==> config.mk <==
export PLATFORM = sky130hd
export DESIGN_NAME = decodeTop
export DESIGN_NICKNAME = d
export VERILOG_FILES = /design/src/decodePkg.sv /design/src/controlDecode.sv /design/src/registerFile.sv /design/src/branchResolve.sv /design/src/decodeStage.sv /design/src/decodeTop.sv
export SDC_FILE = /design/constraint.sdc
export NUM_CORES = 1
export LEC_CHECK = 0
export ABC_AREA = 1
export BUFFER_PORTS_ARGS = -buffer_cell sky130_fd_sc_hd__buf_4
export CAP_MARGIN = 40
export CORE_ASPECT_RATIO = 2
export CORE_MARGIN = 4
export CORE_UTILIZATION = 59
export DETAILED_ROUTE_END_ITERATION = 10
export MAX_ROUTING_LAYER = met4
export PLACE_DENSITY_LB_ADDON = 0.25
export SYNTH_ARGS = -nofsm -noshare
export SYNTH_HDL_FRONTEND = slang
export SYNTH_SLANG_ARGS = --single-unit
==> constraint.sdc <==
create_clock -name clk -period 3 [get_ports clk]
set_input_delay 0.3 -clock clk [delete_from_list [all_inputs] [get_ports clk]]
set_output_delay 0.3 -clock clk [all_outputs]
set_load 0.1 [all_outputs]
==> src/decodePkg.sv <==
// Shared definitions for the decode stage of the 16-bit teaching processor
// Holds the opcode map, register file sizing and the bundles passed between blocks
package decodePkg;

   localparam int dataWidth    = 16;                   // Register and instruction width
   localparam int regAddrWidth = 3;                    // Eight general registers
   localparam int numRegs      = 1 << regAddrWidth;
   localparam int opWidth      = 5;                    // Opcode sits in instr[15:11]

   // Jump-and-link instructions deposit their return address here
   localparam logic [regAddrWidth-1:0] linkReg = 3'd7;

   // Every instruction is one halfword, so the next PC is two bytes on
   localparam logic [dataWidth-1:0] instrBytes = 16'd2;

   // Opcode map, only the encodings that decode cares about
   localparam logic [opWidth-1:0] opHalt  = 5'b00000;
   localparam logic [opWidth-1:0] opJ     = 5'b00100;  // Jump with displacement
   localparam logic [opWidth-1:0] opJr    = 5'b00101;  // Jump to register plus immediate
   localparam logic [opWidth-1:0] opJal   = 5'b00110;  // Jump and link
   localparam logic [opWidth-1:0] opJalr  = 5'b00111;  // Jump register and link
   localparam logic [opWidth-1:0] opBeqz  = 5'b01100;  // Low two bits pick the condition
   localparam logic [opWidth-1:0] opBnez  = 5'b01101;
   localparam logic [opWidth-1:0] opBltz  = 5'b01110;
   localparam logic [opWidth-1:0] opBgez  = 5'b01111;
   localparam logic [opWidth-1:0] opLbi   = 5'b11000;  // Load byte immediate

   // Control bundle produced by controlDecode for the instruction in decode
   typedef struct packed {
      logic isBranch;     // Conditional branch family 011xx
      logic isJump;       // Unconditional jump family 001xx
      logic isJumpLink;   // The two linking jumps write the return address
      logic isHalt;
      logic isLbi;
   } ctrlT;

   // Register write request coming back from the writeback stage
   typedef struct packed {
      logic                    en;     // Writeback wants a register write
      logic [regAddrWidth-1:0] addr;
      logic [dataWidth-1:0]    data;   // ALU or load result
      logic [dataWidth-1:0]    imm;    // Immediate for lbi
      logic                    lbi;    // Take imm instead of data
   } wbPortT;

endpackage

==> src/controlDecode.sv <==
// Main control decoder for the instruction sitting in decode
// Maps the five-bit opcode onto the ctrlT bundle used by the rest of the pipeline
`timescale 1ns/1ps

module controlDecode (
   input  logic [decodePkg::dataWidth-1:0] instr,
   output decodePkg::ctrlT                 ctrl
);
   import decodePkg::*;

   logic [opWidth-1:0] opcode;

   assign opcode = instr[dataWidth-1 -: opWidth];   // Top five bits carry the opcode

   always_comb begin
      // Everything defaults to an ordinary ALU or memory instruction
      ctrl = '0;

      case (opcode)
         opHalt: begin
            ctrl.isHalt = 1'b1;   // Stops the machine and suppresses any redirect
         end

         // Plain jumps redirect unconditionally
         opJ: begin
            ctrl.isJump = 1'b1;
         end
         opJr: begin
            ctrl.isJump = 1'b1;
         end

         // Linking jumps also write the return address into the link register
         opJal: begin
            ctrl.isJump     = 1'b1;
            ctrl.isJumpLink = 1'b1;
         end
         opJalr: begin
            ctrl.isJump     = 1'b1;
            ctrl.isJumpLink = 1'b1;
         end

         // Conditional branches, the condition itself is resolved later
         opBeqz: begin
            ctrl.isBranch = 1'b1;   // Taken when Rs is zero
         end
         opBnez: begin
            ctrl.isBranch = 1'b1;   // Taken when Rs is nonzero
         end
         opBltz: begin
            ctrl.isBranch = 1'b1;   // Taken when Rs is negative
         end
         opBgez: begin
            ctrl.isBranch = 1'b1;   // Taken when Rs is zero or positive
         end

         opLbi: begin
            ctrl.isLbi = 1'b1;      // Writeback takes the immediate
         end

         default: begin
            ctrl = '0;              // Other opcodes need nothing from decode control
         end
      endcase
   end

   // The branch and jump families share no opcode, so the redirect logic
   // never sees both flags at once
   always_comb begin
      assert (!(ctrl.isBranch && ctrl.isJump))
         else $error("controlDecode: branch and jump both set for opcode %b", opcode);
   end

endmodule

==> src/registerFile.sv <==
// Eight-entry general register file with two combinational read ports
// The single write port lands on the rising edge and is bypassed to same-cycle reads
`timescale 1ns/1ps

module registerFile (
   input  logic                               clk,
   input  logic                               reset,
   input  logic [decodePkg::regAddrWidth-1:0] readAddr1,
   input  logic [decodePkg::regAddrWidth-1:0] readAddr2,
   input  logic [decodePkg::regAddrWidth-1:0] writeAddr,
   input  logic [decodePkg::dataWidth-1:0]    writeData,
   input  logic                               writeEn,
   output logic [decodePkg::dataWidth-1:0]    readData1,
   output logic [decodePkg::dataWidth-1:0]    readData2
);
   import decodePkg::*;

   logic [dataWidth-1:0] regs [numRegs];
   logic                 hit1;
   logic                 hit2;

   // Storage, every register comes out of reset as zero
   always_ff @(posedge clk) begin
      if (reset) begin
         for (int i = 0; i < numRegs; i++) begin
            regs[i] <= '0;
         end
      end else if (writeEn) begin
         regs[writeAddr] <= writeData;
      end
   end

   // A write to the address being read this cycle is forwarded straight through,
   // so decode sees the value writeback is committing
   assign hit1 = writeEn && (writeAddr == readAddr1);
   assign hit2 = writeEn && (writeAddr == readAddr2);

   assign readData1 = hit1 ? writeData : regs[readAddr1];   // Rs port
   assign readData2 = hit2 ? writeData : regs[readAddr2];   // Rt port

   // An unknown write address would corrupt an arbitrary register
   property writeAddrKnown;
      @(posedge clk) disable iff (reset)
         writeEn |-> !$isunknown(writeAddr);
   endproperty

   assert property (writeAddrKnown)
      else $error("registerFile: write enabled with unknown address");

endmodule

==> src/branchResolve.sv <==
// Branch and jump resolution for the instruction in decode
// Tests Rs against the selected condition and raises pcSel when the PC must redirect
`timescale 1ns/1ps

module branchResolve (
   input  decodePkg::ctrlT                 ctrl,
   input  logic [1:0]                      cond,
   input  logic [decodePkg::dataWidth-1:0] rsValue,
   output logic                            pcSel
);
   import decodePkg::*;

   logic isZero;
   logic isNeg;
   logic condMet;

   assign isZero = (rsValue == '0);            // Equal to zero
   assign isNeg  = rsValue[dataWidth-1];       // Sign bit of the two's complement value

   // The low opcode bits select which test the branch applies
   always_comb begin
      case (cond)
         opBeqz[1:0]: condMet = isZero;
         opBnez[1:0]: condMet = !isZero;
         opBltz[1:0]: condMet = isNeg;
         opBgez[1:0]: condMet = !isNeg;         // Zero counts as non-negative
         default:     condMet = 1'b0;
      endcase
   end

   // Jumps always redirect and branches redirect only when taken.
   // A halt holds the PC where it is no matter what else is set
   assign pcSel = !ctrl.isHalt && (ctrl.isJump || (ctrl.isBranch && condMet));

   // A halt arriving together with a redirecting family means the decoder is broken
   always_comb begin
      assert (!(ctrl.isHalt && (ctrl.isJump || ctrl.isBranch)))
         else $error("branchResolve: halt arrived together with a jump or branch flag");
   end

endmodule

==> src/decodeStage.sv <==
// Decode stage datapath around the register file and branch resolver
// Chooses between link writes and writeback writes and tracks jal through the pipe
`timescale 1ns/1ps

module decodeStage (
   input  logic                            clk,
   input  logic                            reset,
   input  logic [decodePkg::dataWidth-1:0] instr,
   input  logic [decodePkg::dataWidth-1:0] pcNow,
   input  decodePkg::ctrlT                 ctrl,
   input  decodePkg::wbPortT               wb,
   output logic [decodePkg::dataWidth-1:0] reg1Data,
   output logic [decodePkg::dataWidth-1:0] reg2Data,
   output logic                            pcSel
);
   import decodePkg::*;

   logic [regAddrWidth-1:0] rsAddr;
   logic [regAddrWidth-1:0] rtAddr;
   logic [regAddrWidth-1:0] writeAddr;
   logic [dataWidth-1:0]    writeData;
   logic [dataWidth-1:0]    returnAddr;
   logic [dataWidth-1:0]    wbValue;
   logic                    writeEn;
   logic                    wbWriteOk;

   // Jump-link markers for the execute, memory and writeback positions
   logic exJumpLink;
   logic memJumpLink;
   logic wbJumpLink;

   // Source register fields
   assign rsAddr = instr[10:8];
   assign rtAddr = instr[7:5];

   assign returnAddr = pcNow + instrBytes;            // Address of the instruction after jal
   assign wbValue    = wb.lbi ? wb.imm : wb.data;     // lbi carries its result as an immediate

   // The linking jump already wrote its return address from decode, so when it
   // reaches writeback its own write request must be dropped
   assign wbWriteOk = wb.en && !wbJumpLink;

   // Write priority
   // A jump-and-link in decode wins and writes the link register at once.
   // Otherwise the writeback request goes through if it is not a stale jal
   always_comb begin
      if (ctrl.isJumpLink) begin
         writeAddr = linkReg;
         writeData = returnAddr;
      end else begin
         writeAddr = wb.addr;
         writeData = wbValue;
      end
   end

   assign writeEn = ctrl.isJumpLink || wbWriteOk;

   // Three-deep shift chain that follows the jal down to writeback
   always_ff @(posedge clk) begin
      if (reset) begin
         exJumpLink  <= 1'b0;
         memJumpLink <= 1'b0;
         wbJumpLink  <= 1'b0;
      end else begin
         exJumpLink  <= ctrl.isJumpLink;   // Enters execute next cycle
         memJumpLink <= exJumpLink;
         wbJumpLink  <= memJumpLink;       // Blocks the writeback write three cycles on
      end
   end

   registerFile i_registerFile (
      .clk       (clk),
      .reset     (reset),
      .readAddr1 (rsAddr),
      .readAddr2 (rtAddr),
      .writeAddr (writeAddr),
      .writeData (writeData),
      .writeEn   (writeEn),
      .readData1 (reg1Data),
      .readData2 (reg2Data)
   );

   // Conditions are tested on Rs, the first read port
   branchResolve i_branchResolve (
      .ctrl    (ctrl),
      .cond    (instr[12:11]),
      .rsValue (reg1Data),
      .pcSel   (pcSel)
   );

endmodule

==> src/decodeTop.sv <==
// Top of the decode subsystem
// Joins the control decoder to the decode datapath and exports the control bundle
`timescale 1ns/1ps

module decodeTop (
   input  logic                            clk,
   input  logic                            reset,
   input  logic [decodePkg::dataWidth-1:0] instr,
   input  logic [decodePkg::dataWidth-1:0] pcNow,
   input  decodePkg::wbPortT               wb,
   output logic [decodePkg::dataWidth-1:0] reg1Data,
   output logic [decodePkg::dataWidth-1:0] reg2Data,
   output logic                            pcSel,
   output decodePkg::ctrlT                 ctrl
);
   import decodePkg::*;

   // Control flows combinationally into the datapath and on to later stages
   controlDecode i_controlDecode (
      .instr (instr),
      .ctrl  (ctrl)
   );

   decodeStage i_decodeStage (
      .clk      (clk),
      .reset    (reset),
      .instr    (instr),
      .pcNow    (pcNow),
      .ctrl     (ctrl),
      .wb       (wb),
      .reg1Data (reg1Data),
      .reg2Data (reg2Data),
      .pcSel    (pcSel)     // Redirect strobe for fetch
   );

endmodule

; Yosys cells after proc, flatten, opt, wreduce, memory -nomap -nowiden
; Memories as Yosys holds them, arrays and structs flattened.
; Index checks and enable logic that the tools add are counted.
[totals]
ramBits = 128
elab_cells = 56
mem_count = 1
regBits = 3
[op_classes]
n_reduce_logical = 18
eq_ne = 14
addsub = 1
muxes = 19
[memory_table]
columns = name, depth, word_bits, read_ports, rd_ports_with_merged_regs, wr, line_no
row1 = i_decodeStage.i_registerFile.regs, 8, 16, 2, 0, 8, registerFile.sv:18  ; logic [dataWidth-1:0] regs [numRegs];
[ops]
columns = cell, count
row1 = two-way mux 16 bit, 5
row2 = "== test 5 x 3 -> 1 bit, second input constant", 4
row3 = "== test 5 x 4 -> 1 bit, second input constant", 4
row4 = "adder 16 x 2 -> 16 bit, second input constant", 1
row5 = logical NOT 16 bit, 1
row6 = OR reduction 16 bit, 1
row7 = two-way mux 1 bit, 11
row8 = OR reduction 4 bit, 2
row9 = == test 3 bit, 2
row10 = two-way mux 3 bit, 2
row11 = "== test 5 bit, second input constant", 1
row12 = logical AND 1 bit, 5
row13 = logical NOT 5 bit, 1
row14 = "== test 2 bit, second input constant", 2
row15 = logical NOT 1 bit, 4
row16 = case mux 1 bit (4 select lines), 1
row17 = "== test 2 x 1 -> 1 bit, second input constant", 1
row18 = logical NOT 2 bit, 1
row19 = logical OR 1 bit, 2
row20 = OR reduction 2 bit, 1

; Depth between registers and ports, before layout
[depth]
depth_word = 13
depth_mapped = 19
ltp_nobuf = 18

; Hierarchy
; Synthesis repeated with hierarchy kept, for this count alone.
[unflattened]
hier_cells = 1245
area_unflattened_um2 = 8737.1
[modules_own_cells]
columns = mod, seq_area_each_um2, area_each_um2, cells_per_inst, n_inst
row1 = registerFile, 3843.7, 7768.7, 1057, 1
row2 = decodeStage, 60.1, 795.8, 152, 1
row3 = branchResolve, 0.0, 116.4, 22, 1
row4 = controlDecode, 0.0, 56.3, 14, 1

; Worst setup path before layout
; OpenSTA, ideal clock, no wires.
[synth_path]
path_type = input-to-output
from = input instr[14] in the netlist's numbering
to = output pcSel
path_slack_ns = -1.617
arrival_ns = 4.317
required_time_ns = 2.700
path_stages = 16
path_cell_list = nor2_2 nand2_4 buf_6 nand3_2 nand2_2 nor2_4 nand2_4 o21ai_0 nor2_1 nand2_1 nor2_1 nand2_1 nand2_1 nand3_1 nand3_1 nand2_1
[synth_between]
elab_chain_cells = 13
[synth_lines]
columns = element, line_no
row1 = "start, declared", decodeTop.sv:8  ; input logic [decodePkg::dataWidth-1:0] instr,
row2 = == test 5 x 3 -> 1 bit, controlDecode.sv:19  ; case (opcode)
row3 = OR reduction 2 bit (no line) *, n/a
row4 = two-way mux 1 bit *, controlDecode.sv:19
row5 = two-way mux 3 bit, decodeStage.sv:47  ; if (ctrl.isJumpLink) begin
row6 = == test 3 bit, registerFile.sv:35  ; assign hit1 = writeEn && (writeAddr == readAddr1);
row7 = logical AND 1 bit, registerFile.sv:35
row8 = two-way mux 16 bit *, registerFile.sv:38  ; assign readData1 = hit1 ? writeData : regs[readAddr1];
row9 = "via reg1Data, one bit", decodeTop.sv:11  ; output logic [decodePkg::dataWidth-1:0] reg1Data,
row10 = logical NOT 16 bit *, branchResolve.sv:17  ; assign isZero = (rsValue == '0);
row11 = logical NOT 1 bit, branchResolve.sv:24  ; opBnez[1:0]: condMet = !isZero;
row12 = case mux 1 bit (4 select lines) *, branchResolve.sv:22  ; case (cond)
row13 = logical AND 1 bit *, branchResolve.sv:33  ; assign pcSel = !ctrl.isHalt && (ctrl.isJump || (ctrl.isBranch && condMet));
row14 = logical OR 1 bit *, branchResolve.sv:33
row15 = logical AND 1 bit *, branchResolve.sv:33
row16 = "end, declared", decodeTop.sv:13  ; output logic pcSel,
; The timed path passes the listed nets; every way through them passes the cells marked *.

==> metrics.txt <==
status completed; EDFF count, synth 128; Final HPWL DP approximately 17000 um; maximum net fanout on the critical path 2; die area between 15000 and 20000 um2; most frequent cells in the layout nor2_1, nand2_1, o21ai_0; total track usage 0.344; CTS tree built; CP max-delay cell edfxtp_1; Crit path max-delay family simple AND/OR/NAND/NOR gates; worst path required time about 2.7 ns; WP data arrival 2.48 ns; Pre-antenna DRT Iters 6; slew margin rel. 0.686; Seq pwr share 0.367; most common cell after layout, fill and taps aside nor2_1; Final Hold Vio Count 0; Hold Slack between 0.05 and 0.06 ns; clk slew on worst S/H paths about 0.060 ns; # hold bufs at CTS 0; clk_skew 0.00810 ns; gpl congestion between 0.9 and 1; syn nets about 1200; unrepaired setup endpoints after global routing no; placed cell count ~1400; Seq/Total Area, Yosys 0.473; starting density of the core 0.607; P&R area growth vs syn 24.0%; initial antenna violation count 0; root buffer cell clkbuf_16; Power Density around 560 nW/um2; Post-DRT Antenna Nets 0; final cell count without fillers roughly 1400; P_int about 0.0039 W; pin count of the biggest net entering global routing just under 70; worst-margin pin slew between 0.4 and 0.5 ns; CTS sink cnt between 100 and 150; io pins 109; Antenna Cells 0; DRC viols 0; reg-to-reg slack, setup 1.09 ns; crit path buf inv count 2; Slew Limit Fails 0; global-route wire length before repair 41300 um; reg2reg path depth 11; cell mode on critical path nand2_1; Fmax achieved 360 MHz; Sw Ratio 0.329; Hold Path Sink i_decodeStage.memJumpLink; net switching power figure ~0.0019 W; clock power share 0.386; GRT overflow 0; Core Rows 60; Min Clock Period, post-route between 2 and 3 ns; CP Launch Type flop; placed inst area around 9600 um2; clk_lat worst skew roughly 0.43 ns; CP Capture Type primary output; Avg Vias per Cell between 6 and 7; Vias roughly 8600; WS Path Type reg2out; worst r2r src i_decodeStage.wbJumpLink; CORE AREA 13600 um2; # setup viols final 0; Setup WS post-layout approximately 0.22 ns; overall die width approximately 90 um; IO buf count slightly above 100; Die Span Y 175 um; hold path startpoint reset; crit-path max cell delay ~0.35 ns; Synth Cell Area roughly 8300 um2; Leakage approximately 4.4 nW; #FFs+latches synth approximately 130; H-tree depth 4; Comb pwr share 0.247; Main synth FF type edfxtp_1; Worst Hold Path Cells 2; cts bufs inserted 17; Final nets around 1300; period utilization 0.927; synth unique cells 39; RR Endpoint i_decodeStage.i_registerFile.regs[6][1]; vias in the first global route 8448; Resize count post-CTS 0; Post CTS Setup Buffer Count 0; WL/cell 18.8 um; final wirelength between 20000 and 30000 um; Post-Synthesis Cells 1103; syn avg cell area roughly 7.5 um2; Design Area, Final between 10000 and 15000 um2; HP Class in2reg; Setup WS pre-CTS 0.0773 ns; CP Cell Sequence inv_1, a21oi_1, o21ai_0, o21ai_0, nand2_1, nand2_1, nand2_1, o21ai_2, nor2_1, nand2_1, nor2_2, nand2_2, nand2_1, nand3_1, nand3_1, nand2_2, buf_6; clock buffer depth 2; Yosys warnings 0; share of layout cells above drive strength 1 0.209; worst ir drop on vdd 0.448 mV; initial DRC count roughly 950; max_cap viols 0; asr flop ratio synth 0
cell families (layout without fill, tap and decap cells):
kind of cell	Yosys count	in the layout	synth area share
AO/OA/AOI/OAI	290	290	0.186
XOR/XNOR	5	5	0.00531
buffers and inverters	151	273	0.0735
flip-flops	131	131	0.473
adder cells (fa/ha/maj)	1	1	0.00152
AND/OR/NAND/NOR	525	525	0.260
sequential cells by signal, summed over array words and instances (netlist names):
name                               cells
i_decodeStage.i_registerFile.regs    128
i_decodeStage.wbJumpLink               1
i_decodeStage.exJumpLink               1
i_decodeStage.memJumpLink              1
synth_stat cells (3+ instances only):
library cell / instances / area [um2]
a21oi_1: 71 / 355
a31oi_1: 13 / 81.3
buf_1: 6 / 22.5
buf_2: 11 / 55.1
buf_4: 3 / 22.5
clkbuf_1: 46 / 173
clkinv_1: 4 / 15.0
dfxtp_1: 3 / 60.1
edfxtp_1: 128 / 3840
inv_1: 75 / 282
inv_2: 4 / 15.0
nand2_1: 219 / 822
nand2_2: 19 / 119
nand3_1: 19 / 95.1
nand3_2: 3 / 30.0
nand4_1: 4 / 25.0
nor2_1: 242 / 908
o211ai_1: 17 / 128
o21a_1: 4 / 30.0
o21ai_0: 178 / 891
or2_2: 9 / 56.3
xnor2_1: 3 / 26.3
metrics by stage:
stage,TNS [ns],total power [W],utilization
after floorplan,-0.438,0.00312,-
after global placement,0,0.00353,0.704
after detailed placement,0,0.00355,0.704
after CTS,0,0.00574,0.751
after global routing,0,0.00594,0.753
final,0,0.00578,0.753
power by group through the flow:
stage / clock, W / combinational (W) / sequential [W]
finish: 0.00223 / 0.00143 / 0.00212
global route: 0.00231 / 0.00150 / 0.00213
CTS: 0.00222 / 0.00140 / 0.00212
detailed placement: 0 / 0.00140 / 0.00216
global placement: 0 / 0.00138 / 0.00215
floorplan: 0 / 0.000968 / 0.00215
worst max-delay path by stage:
stage,cells past startpoint,slack (ns),start,to
CTS,19,0.08,instr[13],pcSel
detailed placement,19,0.08,instr[13],pcSel
global route,21,0.01,instr[13],pcSel
floorplan,17,-0.44,instr[14],pcSel
global placement,19,0.13,instr[13],pcSel
finish,17,0.22,i_decodeStage.i_registerFile.regs[5][1],pcSel
final cells by class:
| cell class | instances | area, um2 |
|---|---|---|
| Sequential cell | 131 | 3900 |
| Multi-Input combinational cell | 821 | 3870 |
| Fill cell | 956 | 3360 |
| Timing Repair Buffer | 158 | 1280 |
| Clock buffer | 18 | 429 |
| Inverter | 83 | 312 |
| Tap cell | 186 | 233 |
| Clock inverter | 14 | 204 |
worst reg2reg max path, cell delays in order, from the launching register on:
cell and delay (ns):
dfxtp_1 0.30, inv_1 0.04, nand2_1 0.04, nand2_1 0.11, inv_1 0.07, nor2_1 0.12, nand3_1 0.08, inv_1 0.12
nand3_1 0.08, buf_4 0.23, nand2_1 0.09, buf_4 0.30
layer usage:
metal | vias up | global-route usage | wire [um]
met5 | - | - | 0
met4 | 0 | 0.258 | 2310
met3 | 191 | 0.0609 | 2590
met2 | 637 | 0.584 | 13300
met1 | 3830 | 0.346 | 8270
li1 | 3900 | - | -
Power figures use the tool's default switching activity.
